File: config.mk
export PLATFORM = sky130hd
export DESIGN_NAME = host_net_top
export DESIGN_NICKNAME = d
export VERILOG_FILES = /design/src/design/bridge_pkg.sv /design/src/design/net_pkg.sv /design/src/design/two_slot_fifo.sv /design/src/design/word_sipo.sv /design/src/design/word_piso.sv /design/src/design/net_endpoint.sv /design/src/design/mmio_fifo_bridge.sv /design/src/design/host_net_top.sv
export SDC_FILE = /design/constraint.sdc
export NUM_CORES = 1
export LEC_CHECK = 0
export BUFFER_PORTS_ARGS = -buffer_cell sky130_fd_sc_hd__buf_2
export CAP_MARGIN = 40
export CORE_AREA = 3 3 178 180
export DETAILED_ROUTE_END_ITERATION = 10
export DIE_AREA = 0 0 181 183
export GPL_TIMING_DRIVEN = 0
export PLACE_DENSITY = 0.83
export SLEW_MARGIN = 20
export SYNTH_ARGS = -nofsm -noshare
export SYNTH_HDL_FRONTEND = slang
export SYNTH_SLANG_ARGS = --single-unit
File: constraint.sdc
create_clock -name clk_i -period 10.2 [get_ports clk_i]
set_clock_uncertainty 0.15 [all_clocks]
set_input_delay 0 -clock clk_i [delete_from_list [all_inputs] [get_ports clk_i]]
set_output_delay 0 -clock clk_i [all_outputs]
set_load 0.005 [all_outputs]
File: src/design/bridge_pkg.sv
`default_nettype none

package bridge_pkg;

  // Width of the device offset field of a host address
  localparam int dev_addr_width = 20;

  ////////////////////
  // Device address map
  ////////////////////
  localparam logic [dev_addr_width-1:0] req_fifo_addr        = 20'h0_0100;
  localparam logic [dev_addr_width-1:0] req_credits_addr     = 20'h0_0200;
  localparam logic [dev_addr_width-1:0] resp_fifo_addr       = 20'h0_0300;
  localparam logic [dev_addr_width-1:0] resp_entries_addr    = 20'h0_0400;
  localparam logic [dev_addr_width-1:0] net_req_fifo_addr    = 20'h0_0500;
  localparam logic [dev_addr_width-1:0] net_req_entries_addr = 20'h0_0600;

  ////////////////////
  // Host packet framing
  ////////////////////

  // 32-bit host words in one packet, word 0 goes first
  localparam int host_word_width = 32;
  localparam int host_words      = 4;

endpackage

`default_nettype wire

File: src/design/net_pkg.sv
`default_nettype none

package net_pkg;

  localparam int cord_width   = 8;
  localparam int data_width   = 32;
  localparam int addr_width   = 32;
  localparam int reg_id_width = 8;
  // One mask bit per byte of data
  localparam int mask_width   = data_width / 8;

  typedef enum logic [7:0]
  {
    remote_load  = 8'd0,
    remote_store = 8'd1,
    response     = 8'd2
  } net_op_e;

  // Request view, x_dst sits at bit 0
  typedef struct packed
  {
    logic [15:0]             reserved;
    logic [addr_width-1:0]   addr;
    net_op_e                 op;
    logic [reg_id_width-1:0] reg_id;
    logic [data_width-1:0]   payload;
    logic [cord_width-1:0]   y_src;
    logic [cord_width-1:0]   x_src;
    logic [cord_width-1:0]   y_dst;
    logic [cord_width-1:0]   x_dst;
  } host_req_s;

  // Response view of the same 128 bits
  typedef struct packed
  {
    logic [55:0]             reserved;
    net_op_e                 op;
    logic [data_width-1:0]   payload;
    logic [7:0]              reserved_lo;
    logic [reg_id_width-1:0] reg_id;
    logic [cord_width-1:0]   y_dst;
    logic [cord_width-1:0]   x_dst;
  } host_rsp_s;

  typedef union packed
  {
    host_req_s req;
    host_rsp_s rsp;
  } host_packet_u;

endpackage

`default_nettype wire

File: src/design/two_slot_fifo.sv
`default_nettype none

module two_slot_fifo
  #(parameter int width_p = 32)
  (input  logic               clk_i
   , input  logic               reset_i
   , input  logic [width_p-1:0] data_i
   , input  logic               v_i
   , output logic               ready_o
   , output logic [width_p-1:0] data_o
   , output logic               v_o
   , input  logic               yumi_i
   );

  logic [width_p-1:0] mem_r [0:1];
  logic               wptr_r;
  logic               rptr_r;
  logic [1:0]         count_r;
  logic               push;

  assign ready_o = (count_r != 2'd2);
  assign v_o     = (count_r != 2'd0);
  assign data_o  = mem_r[rptr_r];
  assign push    = v_i & ready_o;

  always_ff @(posedge clk_i)
  begin
    if (reset_i)
    begin
      wptr_r  <= 1'b0;
      rptr_r  <= 1'b0;
      count_r <= 2'd0;
    end
    else
    begin
      if (push)
        wptr_r <= ~wptr_r;
      if (yumi_i)
        rptr_r <= ~rptr_r;
      case ({push, yumi_i})
        2'b10:   count_r <= count_r + 2'd1;
        2'b01:   count_r <= count_r - 2'd1;
        default: count_r <= count_r;
      endcase
    end
  end

  always_ff @(posedge clk_i)
    if (push)
      mem_r[wptr_r] <= data_i;

  // Consumer must only pop a present entry
  a_no_pop_empty: assert property (@(posedge clk_i) disable iff (reset_i) yumi_i |-> v_o);
  a_count_range: assert property (@(posedge clk_i) disable iff (reset_i) count_r != 2'd3);

endmodule

`default_nettype wire

File: src/design/word_sipo.sv
`default_nettype none

module word_sipo
  #(parameter int fill_width_p = 32)
  (input  logic                    clk_i
   , input  logic                    reset_i
   , input  logic [fill_width_p-1:0] data_i
   , input  logic                    v_i
   , output logic                    ready_o
   , output net_pkg::host_packet_u   packet_o
   , output logic                    v_o
   , input  logic                    yumi_i
   );

  localparam int els_lp   = bridge_pkg::host_words * bridge_pkg::host_word_width / fill_width_p;
  localparam int count_lp = $clog2(els_lp + 1);

  logic [els_lp-1:0][fill_width_p-1:0] words_r;
  logic [count_lp-1:0]                 count_r;

  assign v_o      = (count_r == count_lp'(els_lp));
  assign ready_o  = ~v_o;
  assign packet_o = words_r;

  always_ff @(posedge clk_i)
  begin
    if (reset_i)
      count_r <= '0;
    else if (yumi_i)
      count_r <= '0;
    else if (v_i & ready_o)
      count_r <= count_r + 1'b1;
  end

  // Word k lands at bits 32k and up
  always_ff @(posedge clk_i)
    if (v_i & ready_o)
      words_r[count_r] <= data_i;

endmodule

`default_nettype wire

File: src/design/word_piso.sv
`default_nettype none

module word_piso
  #(parameter int fill_width_p = 32)
  (input  logic                    clk_i
   , input  logic                    reset_i
   , input  net_pkg::host_packet_u   packet_i
   , input  logic                    v_i
   , output logic                    ready_o
   , output logic [fill_width_p-1:0] data_o
   , output logic                    v_o
   , input  logic                    yumi_i
   );

  localparam int els_lp = bridge_pkg::host_words * bridge_pkg::host_word_width / fill_width_p;
  localparam int idx_lp = (els_lp > 1) ? $clog2(els_lp) : 1;

  logic [els_lp-1:0][fill_width_p-1:0] words_r;
  logic [idx_lp-1:0]                   idx_r;
  logic                                v_r;

  assign ready_o = ~v_r;
  assign v_o     = v_r;
  assign data_o  = words_r[idx_r];

  always_ff @(posedge clk_i)
  begin
    if (reset_i)
    begin
      v_r   <= 1'b0;
      idx_r <= '0;
    end
    else if (v_i & ready_o)
    begin
      v_r   <= 1'b1;
      idx_r <= '0;
    end
    else if (yumi_i)
    begin
      // Empty again once the last word is taken
      if (idx_r == idx_lp'(els_lp - 1))
        v_r <= 1'b0;
      idx_r <= idx_r + 1'b1;
    end
  end

  always_ff @(posedge clk_i)
    if (v_i & ready_o)
      words_r <= packet_i;

endmodule

`default_nettype wire

File: src/design/net_endpoint.sv
`default_nettype none

module net_endpoint
  #(parameter int credits_p = 8
    , localparam int credit_width_lp = $clog2(credits_p + 1)
    )
  (input  logic                                clk_i
   , input  logic                                reset_i

   , input  logic                                send_v_i
   , input  net_pkg::host_packet_u               send_packet_i
   , output logic                                send_ready_o
   , output logic [credit_width_lp-1:0]          credits_used_o

   , output logic                                net_out_v_o
   , output net_pkg::host_packet_u               net_out_packet_o
   , input  logic                                net_credit_i

   , input  logic                                net_rsp_v_i
   , input  logic [net_pkg::data_width-1:0]      net_rsp_data_i
   , input  logic [net_pkg::reg_id_width-1:0]    net_rsp_reg_id_i
   , input  logic [7:0]                          net_rsp_op_i

   , output logic                                rsp_v_o
   , output logic [net_pkg::data_width-1:0]      rsp_data_o
   , output logic [net_pkg::reg_id_width-1:0]    rsp_reg_id_o
   , output logic [7:0]                          rsp_op_o
   , input  logic                                rsp_yumi_i

   , input  logic                                net_in_v_i
   , output logic                                net_in_ready_o
   , output logic                                net_in_ack_o
   , input  logic                                req_ready_i
   );

  logic [credit_width_lp-1:0] credits_used_r;

  ////////////////////
  // Outgoing credits
  ////////////////////
  assign send_ready_o     = (credits_used_r < credit_width_lp'(credits_p));
  assign credits_used_o   = credits_used_r;
  assign net_out_v_o      = send_v_i;
  assign net_out_packet_o = send_packet_i;

  // Send and return in one cycle cancel out
  always_ff @(posedge clk_i)
  begin
    if (reset_i)
      credits_used_r <= '0;
    else if (send_v_i & ~net_credit_i)
      credits_used_r <= credits_used_r + 1'b1;
    else if (net_credit_i & ~send_v_i)
      credits_used_r <= credits_used_r - 1'b1;
  end

  ////////////////////
  // Response holding register
  ////////////////////
  always_ff @(posedge clk_i)
  begin
    if (reset_i)
      rsp_v_o <= 1'b0;
    else if (net_rsp_v_i)
      rsp_v_o <= 1'b1;
    else if (rsp_yumi_i)
      rsp_v_o <= 1'b0;
  end

  always_ff @(posedge clk_i)
    if (net_rsp_v_i)
    begin
      rsp_data_o   <= net_rsp_data_i;
      rsp_reg_id_o <= net_rsp_reg_id_i;
      rsp_op_o     <= net_rsp_op_i;
    end

  ////////////////////
  // Incoming request ack
  ////////////////////
  assign net_in_ready_o = req_ready_i;

  always_ff @(posedge clk_i)
  begin
    if (reset_i)
      net_in_ack_o <= 1'b0;
    else
      net_in_ack_o <= net_in_v_i & req_ready_i;
  end

  // Bridge may only send with a free credit
  a_send_credit: assert property (@(posedge clk_i) disable iff (reset_i)
    send_v_i |-> send_ready_o);
  a_credit_underflow: assert property (@(posedge clk_i) disable iff (reset_i)
    net_credit_i && !send_v_i |-> credits_used_r != '0);
  // Network must wait until the held response is drained
  a_rsp_overlap: assert property (@(posedge clk_i) disable iff (reset_i)
    net_rsp_v_i |-> !rsp_v_o);

endmodule

`default_nettype wire

File: src/design/mmio_fifo_bridge.sv
`default_nettype none

module mmio_fifo_bridge
  #(parameter int fill_width_p = 32
    , parameter int credits_p = 8
    , localparam int credit_width_lp = $clog2(credits_p + 1)
    )
  (input  logic                                    clk_i
   , input  logic                                    reset_i
   , input  logic [net_pkg::cord_width-1:0]          global_x_i
   , input  logic [net_pkg::cord_width-1:0]          global_y_i

   , input  logic [bridge_pkg::dev_addr_width-1:0]   fifo_addr_i
   , input  logic [fill_width_p-1:0]                 fifo_data_i
   , input  logic                                    fifo_v_i
   , output logic                                    fifo_yumi_o

   , output logic [fill_width_p-1:0]                 rev_data_o
   , output logic                                    rev_v_o
   , input  logic                                    rev_ready_i

   , output logic                                    send_v_o
   , output net_pkg::host_packet_u                   send_packet_o
   , input  logic                                    send_ready_i
   , input  logic [credit_width_lp-1:0]              credits_used_i

   , input  logic                                    rsp_v_i
   , input  logic [net_pkg::data_width-1:0]          rsp_data_i
   , input  logic [net_pkg::reg_id_width-1:0]        rsp_reg_id_i
   , input  logic [7:0]                              rsp_op_i
   , output logic                                    rsp_yumi_o

   , input  logic                                    net_in_v_i
   , input  logic [net_pkg::addr_width-1:0]          net_in_addr_i
   , input  logic [net_pkg::data_width-1:0]          net_in_data_i
   , input  logic [net_pkg::mask_width-1:0]          net_in_mask_i
   , input  logic                                    net_in_we_i
   , input  logic [net_pkg::cord_width-1:0]          net_in_src_x_i
   , input  logic [net_pkg::cord_width-1:0]          net_in_src_y_i
   , output logic                                    req_ready_o
   );

  net_pkg::host_packet_u   sipo_packet, rsp_packet, req_packet;
  logic                    sipo_v, sipo_ready, sipo_full, sipo_yumi;
  logic [fill_width_p-1:0] rsp_word, req_word;
  logic                    rsp_word_v, rsp_word_yumi, rsp_piso_ready;
  logic                    req_word_v, req_word_yumi;
  logic [fill_width_p-1:0] live_data, hold_data_r;
  logic                    live_v, hold_v_r;

  ////////////////////
  // Host to network
  ////////////////////
  word_sipo #(.fill_width_p(fill_width_p)) req_sipo
    (.clk_i(clk_i), .reset_i(reset_i)
     , .data_i(fifo_data_i), .v_i(sipo_v), .ready_o(sipo_ready)
     , .packet_o(sipo_packet), .v_o(sipo_full), .yumi_i(sipo_yumi)
     );

  // Full packet leaves as soon as a credit is free
  assign send_v_o      = sipo_full & send_ready_i;
  assign sipo_yumi     = send_v_o;
  assign send_packet_o = sipo_packet;

  ////////////////////
  // Network responses
  ////////////////////
  always_comb
  begin
    rsp_packet             = '0;
    rsp_packet.rsp.x_dst   = global_x_i;
    rsp_packet.rsp.y_dst   = global_y_i;
    rsp_packet.rsp.reg_id  = rsp_reg_id_i;
    rsp_packet.rsp.payload = rsp_data_i;
    rsp_packet.rsp.op      = net_pkg::response;
  end

  word_piso #(.fill_width_p(fill_width_p)) rsp_piso
    (.clk_i(clk_i), .reset_i(reset_i)
     , .packet_i(rsp_packet), .v_i(rsp_v_i), .ready_o(rsp_piso_ready)
     , .data_o(rsp_word), .v_o(rsp_word_v), .yumi_i(rsp_word_yumi)
     );

  assign rsp_yumi_o = rsp_v_i & rsp_piso_ready;

  ////////////////////
  // Network requests
  ////////////////////
  always_comb
  begin
    req_packet             = '0;
    req_packet.req.x_dst   = global_x_i;
    req_packet.req.y_dst   = global_y_i;
    req_packet.req.x_src   = net_in_src_x_i;
    req_packet.req.y_src   = net_in_src_y_i;
    req_packet.req.payload = net_in_data_i;
    req_packet.req.addr    = net_in_addr_i;
    // Byte mask rides in the reg_id field
    req_packet.req.reg_id[net_pkg::mask_width-1:0] = net_in_mask_i;
    if (net_in_we_i)
      req_packet.req.op = net_pkg::remote_store;
    else
      req_packet.req.op = net_pkg::remote_load;
  end

  word_piso #(.fill_width_p(fill_width_p)) req_piso
    (.clk_i(clk_i), .reset_i(reset_i)
     , .packet_i(req_packet), .v_i(net_in_v_i), .ready_o(req_ready_o)
     , .data_o(req_word), .v_o(req_word_v), .yumi_i(req_word_yumi)
     );

  ////////////////////
  // Host reply steering
  ////////////////////
  always_comb
  begin
    live_v    = fifo_v_i;
    live_data = '0;
    case (fifo_addr_i)
      bridge_pkg::req_fifo_addr:
        live_v = fifo_v_i & sipo_ready;
      bridge_pkg::req_credits_addr:
        live_data[credit_width_lp-1:0] = credits_used_i;
      bridge_pkg::resp_fifo_addr:
      begin
        live_v    = fifo_v_i & rsp_word_v;
        live_data = rsp_word;
      end
      bridge_pkg::resp_entries_addr:
        live_data[0] = rsp_word_v;
      bridge_pkg::net_req_fifo_addr:
      begin
        live_v    = fifo_v_i & req_word_v;
        live_data = req_word;
      end
      bridge_pkg::net_req_entries_addr:
        live_data[0] = req_word_v;
      // Unmapped addresses answer zero at once
      default:
        live_data = '0;
    endcase
  end

  // Reply is frozen while the host stalls
  assign rev_v_o     = hold_v_r | live_v;
  assign rev_data_o  = hold_v_r ? hold_data_r : live_data;
  assign fifo_yumi_o = rev_v_o & rev_ready_i;

  always_ff @(posedge clk_i)
  begin
    if (reset_i)
      hold_v_r <= 1'b0;
    else if (fifo_yumi_o)
      hold_v_r <= 1'b0;
    else if (live_v)
      hold_v_r <= 1'b1;
  end

  always_ff @(posedge clk_i)
    if (live_v & ~hold_v_r)
      hold_data_r <= live_data;

  // Side effects happen only when the reply retires
  assign sipo_v        = fifo_yumi_o & (fifo_addr_i == bridge_pkg::req_fifo_addr);
  assign rsp_word_yumi = fifo_yumi_o & (fifo_addr_i == bridge_pkg::resp_fifo_addr);
  assign req_word_yumi = fifo_yumi_o & (fifo_addr_i == bridge_pkg::net_req_fifo_addr);

endmodule

`default_nettype wire

File: src/design/host_net_top.sv
`default_nettype none

module host_net_top
  #(parameter int fill_width_p = 32
    , parameter int credits_p = 8
    )
  (input  logic                                    clk_i
   , input  logic                                    reset_i
   , input  logic [net_pkg::cord_width-1:0]          global_x_i
   , input  logic [net_pkg::cord_width-1:0]          global_y_i

   , input  logic [bridge_pkg::dev_addr_width-1:0]   fwd_addr_i
   , input  logic [fill_width_p-1:0]                 fwd_data_i
   , input  logic                                    fwd_v_i
   , output logic                                    fwd_ready_o

   , output logic [fill_width_p-1:0]                 rev_data_o
   , output logic                                    rev_v_o
   , input  logic                                    rev_ready_i

   , output logic                                    net_out_v_o
   , output net_pkg::host_packet_u                   net_out_packet_o
   , input  logic                                    net_credit_i

   , input  logic                                    net_rsp_v_i
   , input  logic [net_pkg::data_width-1:0]          net_rsp_data_i
   , input  logic [net_pkg::reg_id_width-1:0]        net_rsp_reg_id_i
   , input  logic [7:0]                              net_rsp_op_i

   , input  logic                                    net_in_v_i
   , input  logic [net_pkg::addr_width-1:0]          net_in_addr_i
   , input  logic [net_pkg::data_width-1:0]          net_in_data_i
   , input  logic [net_pkg::mask_width-1:0]          net_in_mask_i
   , input  logic                                    net_in_we_i
   , input  logic [net_pkg::cord_width-1:0]          net_in_src_x_i
   , input  logic [net_pkg::cord_width-1:0]          net_in_src_y_i
   , output logic                                    net_in_ready_o
   , output logic                                    net_in_ack_o
   );

  localparam int credit_width_lp = $clog2(credits_p + 1);
  localparam int addr_w_lp       = bridge_pkg::dev_addr_width;

  logic [addr_w_lp-1:0]                 fifo_addr;
  logic [fill_width_p-1:0]              fifo_data;
  logic                                 fifo_v, fifo_yumi;
  logic                                 send_v, send_ready;
  net_pkg::host_packet_u                send_packet;
  logic [credit_width_lp-1:0]           credits_used;
  logic                                 rsp_v, rsp_yumi, req_ready;
  logic [net_pkg::data_width-1:0]       rsp_data;
  logic [net_pkg::reg_id_width-1:0]     rsp_reg_id;
  logic [7:0]                           rsp_op;

  // Lets a second access in while the first waits for its reply
  two_slot_fifo #(.width_p(fill_width_p + addr_w_lp)) fwd_fifo
    (.clk_i(clk_i), .reset_i(reset_i)
     , .data_i({fwd_data_i, fwd_addr_i}), .v_i(fwd_v_i), .ready_o(fwd_ready_o)
     , .data_o({fifo_data, fifo_addr}), .v_o(fifo_v), .yumi_i(fifo_yumi)
     );

  mmio_fifo_bridge #(.fill_width_p(fill_width_p), .credits_p(credits_p)) bridge
    (.clk_i(clk_i), .reset_i(reset_i)
     , .global_x_i(global_x_i), .global_y_i(global_y_i)
     , .fifo_addr_i(fifo_addr), .fifo_data_i(fifo_data), .fifo_v_i(fifo_v)
     , .fifo_yumi_o(fifo_yumi)
     , .rev_data_o(rev_data_o), .rev_v_o(rev_v_o), .rev_ready_i(rev_ready_i)
     , .send_v_o(send_v), .send_packet_o(send_packet)
     , .send_ready_i(send_ready), .credits_used_i(credits_used)
     , .rsp_v_i(rsp_v), .rsp_data_i(rsp_data), .rsp_reg_id_i(rsp_reg_id)
     , .rsp_op_i(rsp_op), .rsp_yumi_o(rsp_yumi)
     , .net_in_v_i(net_in_v_i), .net_in_addr_i(net_in_addr_i)
     , .net_in_data_i(net_in_data_i), .net_in_mask_i(net_in_mask_i)
     , .net_in_we_i(net_in_we_i), .net_in_src_x_i(net_in_src_x_i)
     , .net_in_src_y_i(net_in_src_y_i), .req_ready_o(req_ready)
     );

  net_endpoint #(.credits_p(credits_p)) endpoint
    (.clk_i(clk_i), .reset_i(reset_i)
     , .send_v_i(send_v), .send_packet_i(send_packet)
     , .send_ready_o(send_ready), .credits_used_o(credits_used)
     , .net_out_v_o(net_out_v_o), .net_out_packet_o(net_out_packet_o)
     , .net_credit_i(net_credit_i)
     , .net_rsp_v_i(net_rsp_v_i), .net_rsp_data_i(net_rsp_data_i)
     , .net_rsp_reg_id_i(net_rsp_reg_id_i), .net_rsp_op_i(net_rsp_op_i)
     , .rsp_v_o(rsp_v), .rsp_data_o(rsp_data), .rsp_reg_id_o(rsp_reg_id)
     , .rsp_op_o(rsp_op), .rsp_yumi_i(rsp_yumi)
     , .net_in_v_i(net_in_v_i), .net_in_ready_o(net_in_ready_o)
     , .net_in_ack_o(net_in_ack_o), .req_ready_i(req_ready)
     );

endmodule

`default_nettype wire

* Yosys cells after proc, flatten, opt, wreduce, memory -nomap -nowiden *
Memory sizes are Yosys's and may differ from the RTL's. A register that Yosys moved wholly into a read port is not among the register bits.
Index checks and enable logic that the tools add are counted.

word-level totals
  output and inout bits = 165
  memory bits (writable) = 104
  input port bits = 208
  word-level logic and storage cells = 117
  register bits after elaboration = 384
  memories = 1

memory list
  name            words  width  read ports  clocked after memory_dff  write ports  RTL line             RTL
  fwd_fifo.mem_r  2      52     1           1                         1            two_slot_fifo.sv:15  logic [width_p-1:0] mem_r [0:1];

cells by class
  bitwise logic cells = 24
  add/subtract/negate cells = 7
  equality and inequality tests = 12
  reductions and logical operators = 15
  $lt $le $gt $ge = 5
  mux-type cells = 28

operators with widths
  operator              count
  $bmux 32 s2           2
  $bwmux 128            1
  $mux 32               4
  $demux 32 s2          1
  $eq 20x11->1 const B  3
  $pmux 28 s2           1
  $eq 20x10->1 const B  2
  $eq 20x9->1 const B   1
  $reduce_bool 2->1     8
  $and 1x1->1           15
  $mux 1                13
  $pmux 3 s3            1
  $mux 4                2
  $not 1->1             8
  $reduce_or 2->1       4
  $add 2x1->2 const B   3
  $eq 2x2->1 const B    3
  $lt 2x3->1 const B    2
  $pmux 1 s5            1
  $add 4x1->4 const B   1
  $lt 4x4->1 const B    1
  $pmux 2 s2            1
  $reduce_and 2->1      2
  $sub 4x1->4 const B   1
  other kinds (10)      10

* Longest topological paths before layout *
Gate-level depths: netlist of the first run.

  depth after elaboration = 9
  mapped depth = 12
  depth with buffers taken out = 12

* Hierarchy *
Synthesis of the first run repeated with hierarchy kept, for this count alone.

second synthesis, totals
  cells, all modules = 1148
  area, all modules = 22477.8 um^2

by module, submodules not included
  module            cells an instance  seq. area each (um^2)  area an instance (um^2)  instances
  word_piso         180                3903.7                 4789.6                   2
  word_sipo         155                3903.7                 4090.2                   1
  two_slot_fifo     185                3223.1                 3953.8                   1
  net_endpoint      213                1561.5                 2723.9                   1
  mmio_fifo_bridge  235                980.9                  2130.8                   1

* Worst setup path before layout of the first run *
No wires, ideal clock.

  path kind = register to register
  start = register bridge.req_piso.v_r (netlist: bridge.req_piso.v_o)
  end = register bridge.req_piso.idx_r[0]
  data arrival time = 5.437 ns
  clock period less this slack = 5.712 ns
  path slack = 4.488 ns
  setup time = 0.126 ns
  path buffers = 0
  cell stages (with the launch flop) = 4
  required time = 9.924 ns
  cell sequence = dfxtp_1 nor2b_1 nor2_1 a21boi_1

between the ends
  longest elaborated chain between the ends = 5
  elaborated cells between the ends (all ways) = 8
  those cells by class = 1 x mux; 6 x bitwise; 1 x reduce/logical

ends and longest elaborated chain
  item                    RTL line                 RTL
  from (decl)             word_piso.sv:20          logic v_r;
  from (signal assigned)  word_piso.sv:30          v_r <= 1'b0;
  from (signal assigned)  word_piso.sv:35          v_r <= 1'b1;
  from (signal assigned)  word_piso.sv:42          v_r <= 1'b0;
  $and 1x1->1             mmio_fifo_bridge.sv:133  live_v = fifo_v_i & req_word_v;
  $pmux 1 s3              mmio_fifo_bridge.sv:119  case (fifo_addr_i)
  $or 1x1->1              mmio_fifo_bridge.sv:145  assign rev_v_o = hold_v_r | live_v;
  $and 1x1->1             mmio_fifo_bridge.sv:147  assign fifo_yumi_o = rev_v_o & rev_ready_i;
  $and 1x1->1             mmio_fifo_bridge.sv:166  assign req_word_yumi = fifo_yumi_o & (fifo_addr_i == bridge_pkg::net_req_fifo_addr);
  to (signal assigned)    word_piso.sv:43          idx_r <= idx_r + 1'b1;
  to (decl)               word_piso.sv:19          logic [idx_lp-1:0] idx_r;

Several ways; a longest one is shown, not always the timed one.
A chain may end at the register's enable or synchronous reset.

==> impl_results.html, run 1 <==
<table>
<tr><th>Metric</th><th>Value</th></tr>
<tr><th colspan="2">Placed design</th></tr>
<tr><td>Detailed placement HPWL</td><td>27600 µm</td></tr>
<tr><td>Placed cell area</td><td>20100 µm²</td></tr>
<tr><td>GP Congestion</td><td>0.794</td></tr>
<tr><td>I/O Buffers</td><td>363</td></tr>
<tr><th colspan="2">Synthesis</th></tr>
<tr><td>Avg Cell Area, Syn</td><td>19.4 µm²</td></tr>
<tr><td>Unique masters post-synth</td><td>65</td></tr>
<tr><td>Portion of the post-synthesis area used by sequential elements</td><td>0.820</td></tr>
<tr><td>Share of flip-flops with an asynchronous set or reset after synthesis</td><td>0</td></tr>
<tr><td>Register bit total from synthesis</td><td>482</td></tr>
<tr><td>Post-Syn Nets</td><td>1117</td></tr>
<tr><td>Number of enable-type register cells in the synthesized netlist</td><td>461</td></tr>
<tr><td>Post-synthesis instance area</td><td>17400 µm²</td></tr>
<tr><td>Main flop type after synthesis</td><td>sky130_fd_sc_hd__edfxtp_1</td></tr>
<tr><td>YS warnings</td><td>0</td></tr>
<tr><td>Number of cells produced by synthesis</td><td>898</td></tr>
<tr><th colspan="2">Global route</th></tr>
<tr><td>Global-route wire length before repair</td><td>71900 µm</td></tr>
<tr><td>Initial antenna violation count</td><td>5</td></tr>
<tr><td>Via count of the first global-routing pass</td><td>11973</td></tr>
<tr><td>GRT Residual Overflow</td><td>0</td></tr>
<tr><td>Maximum number of pins on one net before global-route repair</td><td>30</td></tr>
<tr><td>Overall fraction of global-route tracks in use</td><td>0.285</td></tr>
<tr><th colspan="2">Critical path</th></tr>
<tr><td>Slowest Stage Delay on Critical Path</td><td>0.61 ns</td></tr>
<tr><td>Slack of the worst reg-to-reg path</td><td>6.35 ns</td></tr>
<tr><td>Maximum net fanout on the critical path</td><td>10</td></tr>
<tr><td>CP max-delay cell</td><td>sky130_fd_sc_hd__a22oi_1</td></tr>
<tr><td>Most numerous cell on the critical path</td><td>sky130_fd_sc_hd__buf_2</td></tr>
<tr><td>Capture instance of the worst register-to-register path</td><td>bridge.req_sipo.packet_o[123]</td></tr>
<tr><td>Worst path buffer plus inverter count</td><td>6</td></tr>
<tr><td>Worst-case reg-to-reg path depth</td><td>11</td></tr>
<tr><td>Family of cells with the greatest summed delay on the critical path</td><td>buffers and inverters</td></tr>
<tr><td>Critical path launch point type</td><td>flip-flop</td></tr>
<tr><td>WP data arrival</td><td>3.94 ns</td></tr>
<tr><td>Required time of the critical path</td><td>10.29 ns</td></tr>
<tr><td>Critical Setup Path Class</td><td>reg2reg</td></tr>
<tr><td>Worst setup path end</td><td>bridge.req_sipo.packet_o[123]</td></tr>
<tr><td>Type of destination of the critical path</td><td>flip-flop</td></tr>
<tr><td>Cells along the critical path</td><td>buf_6 &gt; buf_6 &gt; nor4b_1 &gt; a22oi_1 &gt; a21o_2 &gt; a221oi_2 &gt; nor4_2 &gt; buf_2 &gt; buf_2 &gt; buf_2 &gt; buf_2</td></tr>
<tr><td>Logic depth of the worst path, buffers included</td><td>11</td></tr>
<tr><th colspan="2">Drt</th></tr>
<tr><td>Number of iterations in the first detailed-routing pass</td><td>7</td></tr>
<tr><td>Violation count after the first detailed-route iteration</td><td>1078</td></tr>
<tr><td>Total wire length after detailed routing</td><td>47700 µm</td></tr>
<tr><td>Post-detailed-route wirelength per cell</td><td>24.0 µm</td></tr>
<tr><td>Number of routed nets with antenna violations</td><td>0</td></tr>
<tr><td># DRC</td><td>0</td></tr>
<tr><td>Vias per Instance</td><td>5.68</td></tr>
<tr><td>Via count</td><td>11307</td></tr>
<tr><th colspan="2">Timing</th></tr>
<tr><td>Tightest slew margin relative to the limit</td><td>0.417</td></tr>
<tr><td>Hold slack final</td><td>0.0215 ns</td></tr>
<tr><td>Maximum operating frequency</td><td>0.260 GHz</td></tr>
<tr><td>Final setup vio count</td><td>0</td></tr>
<tr><td>Total count of max-transition violations in the final report</td><td>0</td></tr>
<tr><td>Worst-Margin Slew</td><td>0.874 ns</td></tr>
<tr><td>Unrepaired setup endpoints after global routing</td><td>no</td></tr>
<tr><td>Period utilisation layout</td><td>0.378</td></tr>
<tr><td>Setup TNS Final</td><td>0 ns</td></tr>
<tr><td>Crit path time final</td><td>3.85 ns</td></tr>
<tr><td>Number of hold violations in the final report</td><td>0</td></tr>
<tr><th colspan="2">CTS</th></tr>
<tr><td>CTS tree</td><td>built</td></tr>
<tr><td>Clk Latency, worst-skew pair</td><td>0.54 ns</td></tr>
<tr><td>Number of sinks handled by clock tree synthesis</td><td>482</td></tr>
<tr><td>CTS root buf</td><td>sky130_fd_sc_hd__clkbuf_16</td></tr>
<tr><td>H-tree levels</td><td>2</td></tr>
<tr><td>Maximum count of clock buffers along a single path</td><td>3</td></tr>
<tr><td>Setup fix buffers added after clock tree synthesis</td><td>0</td></tr>
<tr><td>Number of CTS-inserted buffers</td><td>46</td></tr>
<tr><td>CTS clock-pin slew for the worst setup and hold paths</td><td>0.06 ns</td></tr>
<tr><th colspan="2">Final layout</th></tr>
<tr><td>Most frequent standard cell in the layout excluding fill and tap cells</td><td>sky130_fd_sc_hd__edfxtp_1</td></tr>
<tr><td>Ratio of cells with drive above 1 in the final layout</td><td>0.345</td></tr>
<tr><td>Number of nets in the layout</td><td>1778</td></tr>
<tr><td>Leading cell types in the layout, fill and taps excluded</td><td>sky130_fd_sc_hd__edfxtp_1, sky130_fd_sc_hd__buf_2, sky130_fd_sc_hd__dlygate4sd3_1, sky130_fd_sc_hd__mux2_2, sky130_fd_sc_hd__mux2i_1</td></tr>
<tr><td>Post-route cell area</td><td>23800 µm²</td></tr>
<tr><td>P&amp;R area growth vs syn</td><td>36.8%</td></tr>
<tr><th colspan="2">Floorplanning</th></tr>
<tr><td>Num rows</td><td>64</td></tr>
<tr><td>Count of pins on the block boundary</td><td>373</td></tr>
<tr><td>Die Y</td><td>183 µm</td></tr>
<tr><td>Core ar.</td><td>30300 µm²</td></tr>
<tr><td>Horiz. Die Dim</td><td>181 µm</td></tr>
<tr><td>Overall die area</td><td>33100 µm²</td></tr>
<tr><td>Effective utilization at floorplan</td><td>0.573</td></tr>
<tr><th colspan="2">Power and ir drop</th></tr>
<tr><td>P per Cell Area</td><td>200 nW/µm²</td></tr>
<tr><td>P_leak</td><td>8.84 nW</td></tr>
<tr><td>Maximum resistive drop on vdd</td><td>0.000166 V</td></tr>
<tr><th colspan="2">Flow run</th></tr>
<tr><td>Max-cap check violation count</td><td>0</td></tr>
<tr><th colspan="2">Worst hold path</th></tr>
<tr><td>Class of the worst hold path</td><td>in2reg</td></tr>
<tr><th colspan="2">Run status</th></tr>
<tr><td>Status</td><td>complete, no violations</td></tr>
</table>
flip-flops by register name, indices dropped and copies added, names as in the netlist, 2 cells and up, named ones only:
name	cells
bridge.hold_data_r	32
bridge.req_piso.idx_r	2
bridge.req_piso.words_r	101
bridge.req_sipo.count_r	3
bridge.req_sipo.packet_o	128
bridge.rsp_piso.idx_r	2
bridge.rsp_piso.words_r	56
endpoint.credits_used_o	4
endpoint.rsp_data_o	32
endpoint.rsp_reg_id_o	8
fwd_fifo.count_r	2
fwd_fifo.mem_r	104
cell type report:
class                           count  area [µm²]
Fill cell                        1511        6560
Tap cell                          396         495
Buffer                             32         140
Inverter                           13        48.8
Clock buffer                       58        1220
Clock inverter                     24         196
Timing Repair Buffer              613        4440
Antenna cell                        3        7.51
Sequential cell                   482       14300
Multi-Input combinational cell    371        2980
metal layers:
metal,vias to the layer above,global-route usage,routed length [µm]
met5,-,0,28
met4,4,0.0932,1500
met1,5517,0.348,16900
met3,110,0.0641,4650
li1,4852,-,-
met2,824,0.510,24700
logic make-up (layout without fill, tap and decap cells):
logic type                 after synthesis  after routing  share of synthesized area
AOI/OAI and AO/OA                       95             95                     0.0373
xor gates and xnor gates                 6              6                    0.00302
adders and majority gates               11             11                    0.00834
buffers and inverters                   45            740                     0.0109
DFF                                    482            482                      0.820
muxes                                  131            131                     0.0850
other                                    0              3                          0
and+or+nand+nor                        128            128                     0.0355
report_power, final:
group	switching (mW)	internal, mW
clock network	0.711	0.921
registers	0.0650	2.42
logic	0.356	0.273
stage by stage:
step	cells	utilization	power, mW	setup slack (ns)
floorplan	898	-	2.81	4.49
global placement	1657	0.649	3.01	2.21
detailed placement	1680	0.662	3.06	6.45
CTS	1986	0.783	4.72	6.38
global route	1992	0.784	4.90	6.18
finish	1992	0.784	4.75	6.35
how the worst min path moves through the flow:
stage / start / end / slack [ns] / cells past startpoint
after detailed placement: net_rsp_data_i[11] / endpoint.rsp_data_o[11] / 0.03 / 1
after global routing: fwd_data_i[21] / fwd_fifo.mem_r[1][41] / 0.03 / 2
after CTS: net_in_addr_i[9] / bridge.req_piso.words_r[89] / 0.0006 / 2
after floorplan: global_x_i[0] / bridge.req_piso.words_r[0] / -0.05 / 0
after global placement: net_rsp_data_i[11] / endpoint.rsp_data_o[11] / 0.03 / 1
final: net_in_addr_i[3] / bridge.req_piso.words_r[83] / 0.02 / 2
worst reg2reg max path: stages (launching register included):
cell and delay [ns]:
sky130_fd_sc_hd__dfxtp_1 0.31, sky130_fd_sc_hd__buf_6 0.13, sky130_fd_sc_hd__buf_6 0.15, sky130_fd_sc_hd__nor4b_1 0.15, sky130_fd_sc_hd__a22oi_1 0.61, sky130_fd_sc_hd__a21o_2 0.31, sky130_fd_sc_hd__a221oi_2 0.17, sky130_fd_sc_hd__nor4_2 0.50
sky130_fd_sc_hd__buf_2 0.31, sky130_fd_sc_hd__buf_2 0.26, sky130_fd_sc_hd__buf_2 0.28, sky130_fd_sc_hd__buf_2 0.24
synth_stat cells (all sizes together) (3+ instances only):
library cell / instances / area (µm²)
a21boi: 3 / 22.5
a21oi: 34 / 170
a31oi: 3 / 18.8
and2: 7 / 43.8
buf: 8 / 50.1
clkbuf: 24 / 90.1
dfxtp: 21 / 420
edfxtp: 461 / 13800
ha: 10 / 125
inv: 13 / 48.8
mux2: 67 / 758
mux2i: 59 / 607
mux4: 5 / 113
nand2: 28 / 105
nand3: 3 / 15.0
nor2: 54 / 203
nor2b: 5 / 31.3
nor3: 9 / 45.0
nor4: 7 / 56.3
o21ai: 13 / 65.1
o22ai: 20 / 125
or3: 3 / 18.8
xor2: 4 / 35.0
repair_timing:
item | CTS | global route
gates resized for setup | 0 | 0
endpoints found under the hold margin | 397 | 0
endpoints found under the setup margin | 0 | 0
hold buffers | 224 | 0
Power figures use the tool's default switching activity.
==> run 2, diff against run 1 <==
Settings changed: CORE_AREA 3 3 178 180 to 3 3 193 195, DIE_AREA 0 0 181 183 to 0 0 196 198, PLACE_DENSITY 0.83 to 0.75.
Clock period 10.2 ns to 3.1 ns, I/O delays scaled along.
==> impl_results.html, run 2 (synthesis gave the netlist of run 1 again) <==
<table>
<tr><th>Metric</th><th>Value</th></tr>
<tr><th colspan="2">Run status</th></tr>
<tr><td>Status</td><td>finished, violations left</td></tr>
<tr><td>Violations in the final reports</td><td>negative setup slack</td></tr>
<tr><th colspan="2">Final layout</th></tr>
<tr><td>P&amp;R area growth vs syn</td><td>51.6%</td></tr>
<tr><td>Leading cell types in the layout, fill and taps excluded</td><td>sky130_fd_sc_hd__edfxtp_1, sky130_fd_sc_hd__buf_2, sky130_fd_sc_hd__dlygate4sd3_1, sky130_fd_sc_hd__mux2i_1, sky130_fd_sc_hd__nor2_1</td></tr>
<tr><td>Post-route cell area</td><td>26400 µm² (+11%)</td></tr>
<tr><td>Number of fillers in the final layout</td><td>1900 (+26%)</td></tr>
<tr><td>Flip-flop count of the largest register after layout</td><td>128 (unchanged)</td></tr>
<tr><td>Multi-input gate area in the final layout</td><td>3660 µm² (+23%)</td></tr>
<tr><td>Post-route core utilization</td><td>0.742 (-0.0423)</td></tr>
<tr><td>Most frequent standard cell in the layout excluding fill and tap cells</td><td>sky130_fd_sc_hd__edfxtp_1</td></tr>
<tr><td>Number of nets in the layout</td><td>1919 (+7.9%)</td></tr>
<tr><td>Ratio of cells with drive above 1 in the final layout</td><td>0.380 (+0.0352)</td></tr>
<tr><td>Reg area</td><td>14300 µm² (about the same)</td></tr>
<tr><th colspan="2">Drt</th></tr>
<tr><td>Vias per Instance</td><td>5.55 (-2.3%)</td></tr>
<tr><td>Number of iterations in the first detailed-routing pass</td><td>5 (-2)</td></tr>
<tr><td>Number of routed nets with antenna violations</td><td>0 (unchanged)</td></tr>
<tr><td>Total wire length after detailed routing</td><td>55300 µm (+16%)</td></tr>
<tr><td># DRC</td><td>0 (unchanged)</td></tr>
<tr><td>Via count</td><td>12169 (+7.6%)</td></tr>
<tr><td>Post-detailed-route wirelength per cell</td><td>25.2 µm (+5.3%)</td></tr>
<tr><td>Violation count after the first detailed-route iteration</td><td>1036 (-3.9%)</td></tr>
<tr><th colspan="2">Floorplanning</th></tr>
<tr><td>Effective utilization at floorplan</td><td>0.489 (-0.0841)</td></tr>
<tr><td>Overall die area</td><td>38800 µm² (+17%)</td></tr>
<tr><td>Die Y</td><td>198 µm (+8.2%)</td></tr>
<tr><td>Horiz. Die Dim</td><td>196 µm (+8.3%)</td></tr>
<tr><td>Count of pins on the block boundary</td><td>373 (unchanged)</td></tr>
<tr><td>Core ar.</td><td>35600 µm² (+17%)</td></tr>
<tr><td>Num rows</td><td>69 (+7.8%)</td></tr>
<tr><th colspan="2">Global route</th></tr>
<tr><td>Via count of the first global-routing pass</td><td>12377 (+3.4%)</td></tr>
<tr><td>Initial antenna violation count</td><td>1 (-4)</td></tr>
<tr><td>GRT Residual Overflow</td><td>0 (unchanged)</td></tr>
<tr><td>Maximum number of pins on one net before global-route repair</td><td>32 (+6.7%)</td></tr>
<tr><td>Overall fraction of global-route tracks in use</td><td>0.257 (-0.0283)</td></tr>
<tr><td>Global-route wire length before repair</td><td>75500 µm (+4.9%)</td></tr>
<tr><th colspan="2">Timing</th></tr>
<tr><td>Worst-Margin Slew</td><td>1.02 ns (+0.147 ns)</td></tr>
<tr><td>Final setup vio count</td><td>25 (+25)</td></tr>
<tr><td>Unrepaired setup endpoints after global routing</td><td>yes</td></tr>
<tr><td>Tightest slew margin relative to the limit</td><td>0.319 (-0.0980)</td></tr>
<tr><td>Worst Setup Slack, final</td><td>-0.213 ns (-6.56 ns)</td></tr>
<tr><td>Maximum operating frequency</td><td>0.302 GHz</td></tr>
<tr><td>Crit path time final</td><td>3.31 ns</td></tr>
<tr><td>Period utilisation layout</td><td>1.07</td></tr>
<tr><td>Number of hold violations in the final report</td><td>0 (unchanged)</td></tr>
<tr><td>Setup TNS Final</td><td>-2.18 ns (-2.18 ns)</td></tr>
<tr><td>Total count of max-transition violations in the final report</td><td>0 (unchanged)</td></tr>
<tr><td>Hold slack final</td><td>0.0143 ns (-0.00724 ns)</td></tr>
<tr><th colspan="2">Power and ir drop</th></tr>
<tr><td>Portion of total power attributed to sequential cells</td><td>0.495 (-0.029)</td></tr>
<tr><td>P_leak</td><td>9.82 nW (+11%)</td></tr>
<tr><td>Switching power</td><td>4.06 mW (+260%)</td></tr>
<tr><td>Design Power</td><td>16.6 mW (+250%)</td></tr>
<tr><td>Part of the power in combinational logic</td><td>0.154 (+0.022)</td></tr>
<tr><td>Cell internal power dissipation</td><td>12.6 mW (+250%)</td></tr>
<tr><td>Proportion of total power due to net switching</td><td>0.244 (+0.00570)</td></tr>
<tr><td>P per Cell Area</td><td>630 nW/µm² (+220%)</td></tr>
<tr><td>Clock power frac</td><td>0.351 (+0.007)</td></tr>
<tr><td>Maximum resistive drop on vdd</td><td>0.000576 V (+250%)</td></tr>
<tr><th colspan="2">Critical path</th></tr>
<tr><td>CP max-delay cell</td><td>sky130_fd_sc_hd__a2111oi_4</td></tr>
<tr><td>Cells along the critical path</td><td>buf_8 &gt; buf_12 &gt; nor4_4 &gt; nand4_1 &gt; buf_4 &gt; buf_6 &gt; a2111oi_4 &gt; buf_6 &gt; nand2_4 &gt; o21ai_4 &gt; mux2_4 &gt; buf_6</td></tr>
<tr><td>Maximum net fanout on the critical path</td><td>7 (-3)</td></tr>
<tr><td>WP data arrival</td><td>3.16 ns (-0.78 ns)</td></tr>
<tr><td>Required time of the critical path</td><td>2.95 ns (-7.34 ns)</td></tr>
<tr><td>Type of destination of the critical path</td><td>output port</td></tr>
<tr><td>Critical path launch point type</td><td>flip-flop</td></tr>
<tr><td>Critical Setup Path Class</td><td>reg2out</td></tr>
<tr><td>Slowest Stage Delay on Critical Path</td><td>0.47 ns (-0.14 ns)</td></tr>
<tr><td>Most numerous cell on the critical path</td><td>sky130_fd_sc_hd__buf_6</td></tr>
<tr><th colspan="2">CTS</th></tr>
<tr><td>Clk Latency, worst-skew pair</td><td>0.57 ns (+0.03 ns)</td></tr>
<tr><td>CTS root buf</td><td>sky130_fd_sc_hd__clkbuf_16</td></tr>
<tr><td>Number of sinks handled by clock tree synthesis</td><td>482 (unchanged)</td></tr>
<tr><td>CTS clock-pin slew for the worst setup and hold paths</td><td>0.07 ns (about the same)</td></tr>
<tr><td>Number of CTS-inserted buffers</td><td>46 (unchanged)</td></tr>
<tr><td>H-tree levels</td><td>2 (unchanged)</td></tr>
<tr><td>Maximum count of clock buffers along a single path</td><td>3 (unchanged)</td></tr>
<tr><td>CTS tree</td><td>built</td></tr>
<tr><th colspan="2">Placed design</th></tr>
<tr><td>GP Congestion</td><td>0.826 (+4.1%)</td></tr>
<tr><td>Detailed placement HPWL</td><td>27800 µm (+0.72%)</td></tr>
<tr><td>Placed cell area</td><td>20200 µm² (+0.71%)</td></tr>
<tr><td>I/O Buffers</td><td>363 (unchanged)</td></tr>
<tr><th colspan="2">Worst hold path</th></tr>
<tr><td>Class of the worst hold path</td><td>in2reg</td></tr>
<tr><th colspan="2">Flow run</th></tr>
<tr><td>Max-cap check violation count</td><td>0 (unchanged)</td></tr>
</table>
run 2: changes by cell type in the layout (fill, tap and decap cells not counted), sizes merged, moves of 3 or more:
cell         before  now
buf             396  440
bufinv            3    6
clkbuf           83   77
clkinv           20   15
clkinvlp          0    3
dlygate4sd3     224  325
run 2: metrics by stage:
step / setup WS [ns] / instances
after floorplan: 0.0131 / 898
after global placement: -0.950 / 1722
after detailed placement: -0.268 / 1743
after CTS: -0.0348 / 2167
after global routing: -0.301 / 2194
final: -0.213 / 2194
run 2: layer usage:
layer,track usage,vias up,wire length (µm)
met1,0.327,5991,20300
li1,-,5130,-
met4,0.0797,0,1920
met3,0.0648,143,5560
met5,0,-,0
met2,0.439,905,27500
run 2: worst max-delay path, delay by kind of cell (launching register included):
kind            cells  cell delay (ns)
simple gates        3             0.52
mux                 1             0.23
buf+inv             6             0.92
compound gates      2             0.57
flops               1             0.36
run 2: final timing paths:
check	endpoint	start	depth (start not counted)	slack, ns
setup reg to reg	bridge.req_sipo.packet_o[14]	flip-flop	10	0.09
hold reg to reg	bridge.rsp_piso.words_r[61]	endpoint.rsp_data_o[29]	0	0.27
hold / removal	bridge.req_piso.words_r[0]	global_x_i[0]	2	0.01
setup / recovery	rev_data_o[25]	flip-flop	12	-0.21
run 2: area by class of cell:
| class | instances | area share |
|---|---|---|
| flip-flops and latches | 482 | 0.541 |
| multi-input cells | 371 | 0.139 |
| plain buffers | 29 | 0.00707 |
| inverters | 13 | 0.00204 |
| clock buffers | 56 | 0.0475 |
| repair buffers | 757 | 0.231 |
| clock inverters | 24 | 0.0106 |
| diodes | 1 | 0.0000949 |
| well taps | 461 | 0.0219 |
run 2: timing repair:
| action | CTS | global route |
|---|---|---|
| hold endpoints to repair | 373 | 1 |
| buffers inserted | 19 | 28 |
| endpoints found under the setup margin | 123 | 108 |
| pin swaps | 18 | 35 |
| gates cloned | 1 | 0 |
| resized for setup | 93 | 115 |
| hold buffers | 324 | 1 |
run 2: power groups by stage:
stage / sequential, mW / clock, mW / combinational, mW
after floorplan: 8.23 / 0 / 1.01
after global placement: 8.28 / 0 / 1.63
after detailed placement: 8.27 / 0 / 1.83
after CTS: 8.16 / 5.74 / 2.28
after global routing: 8.28 / 6.13 / 2.72
final: 8.23 / 5.84 / 2.56
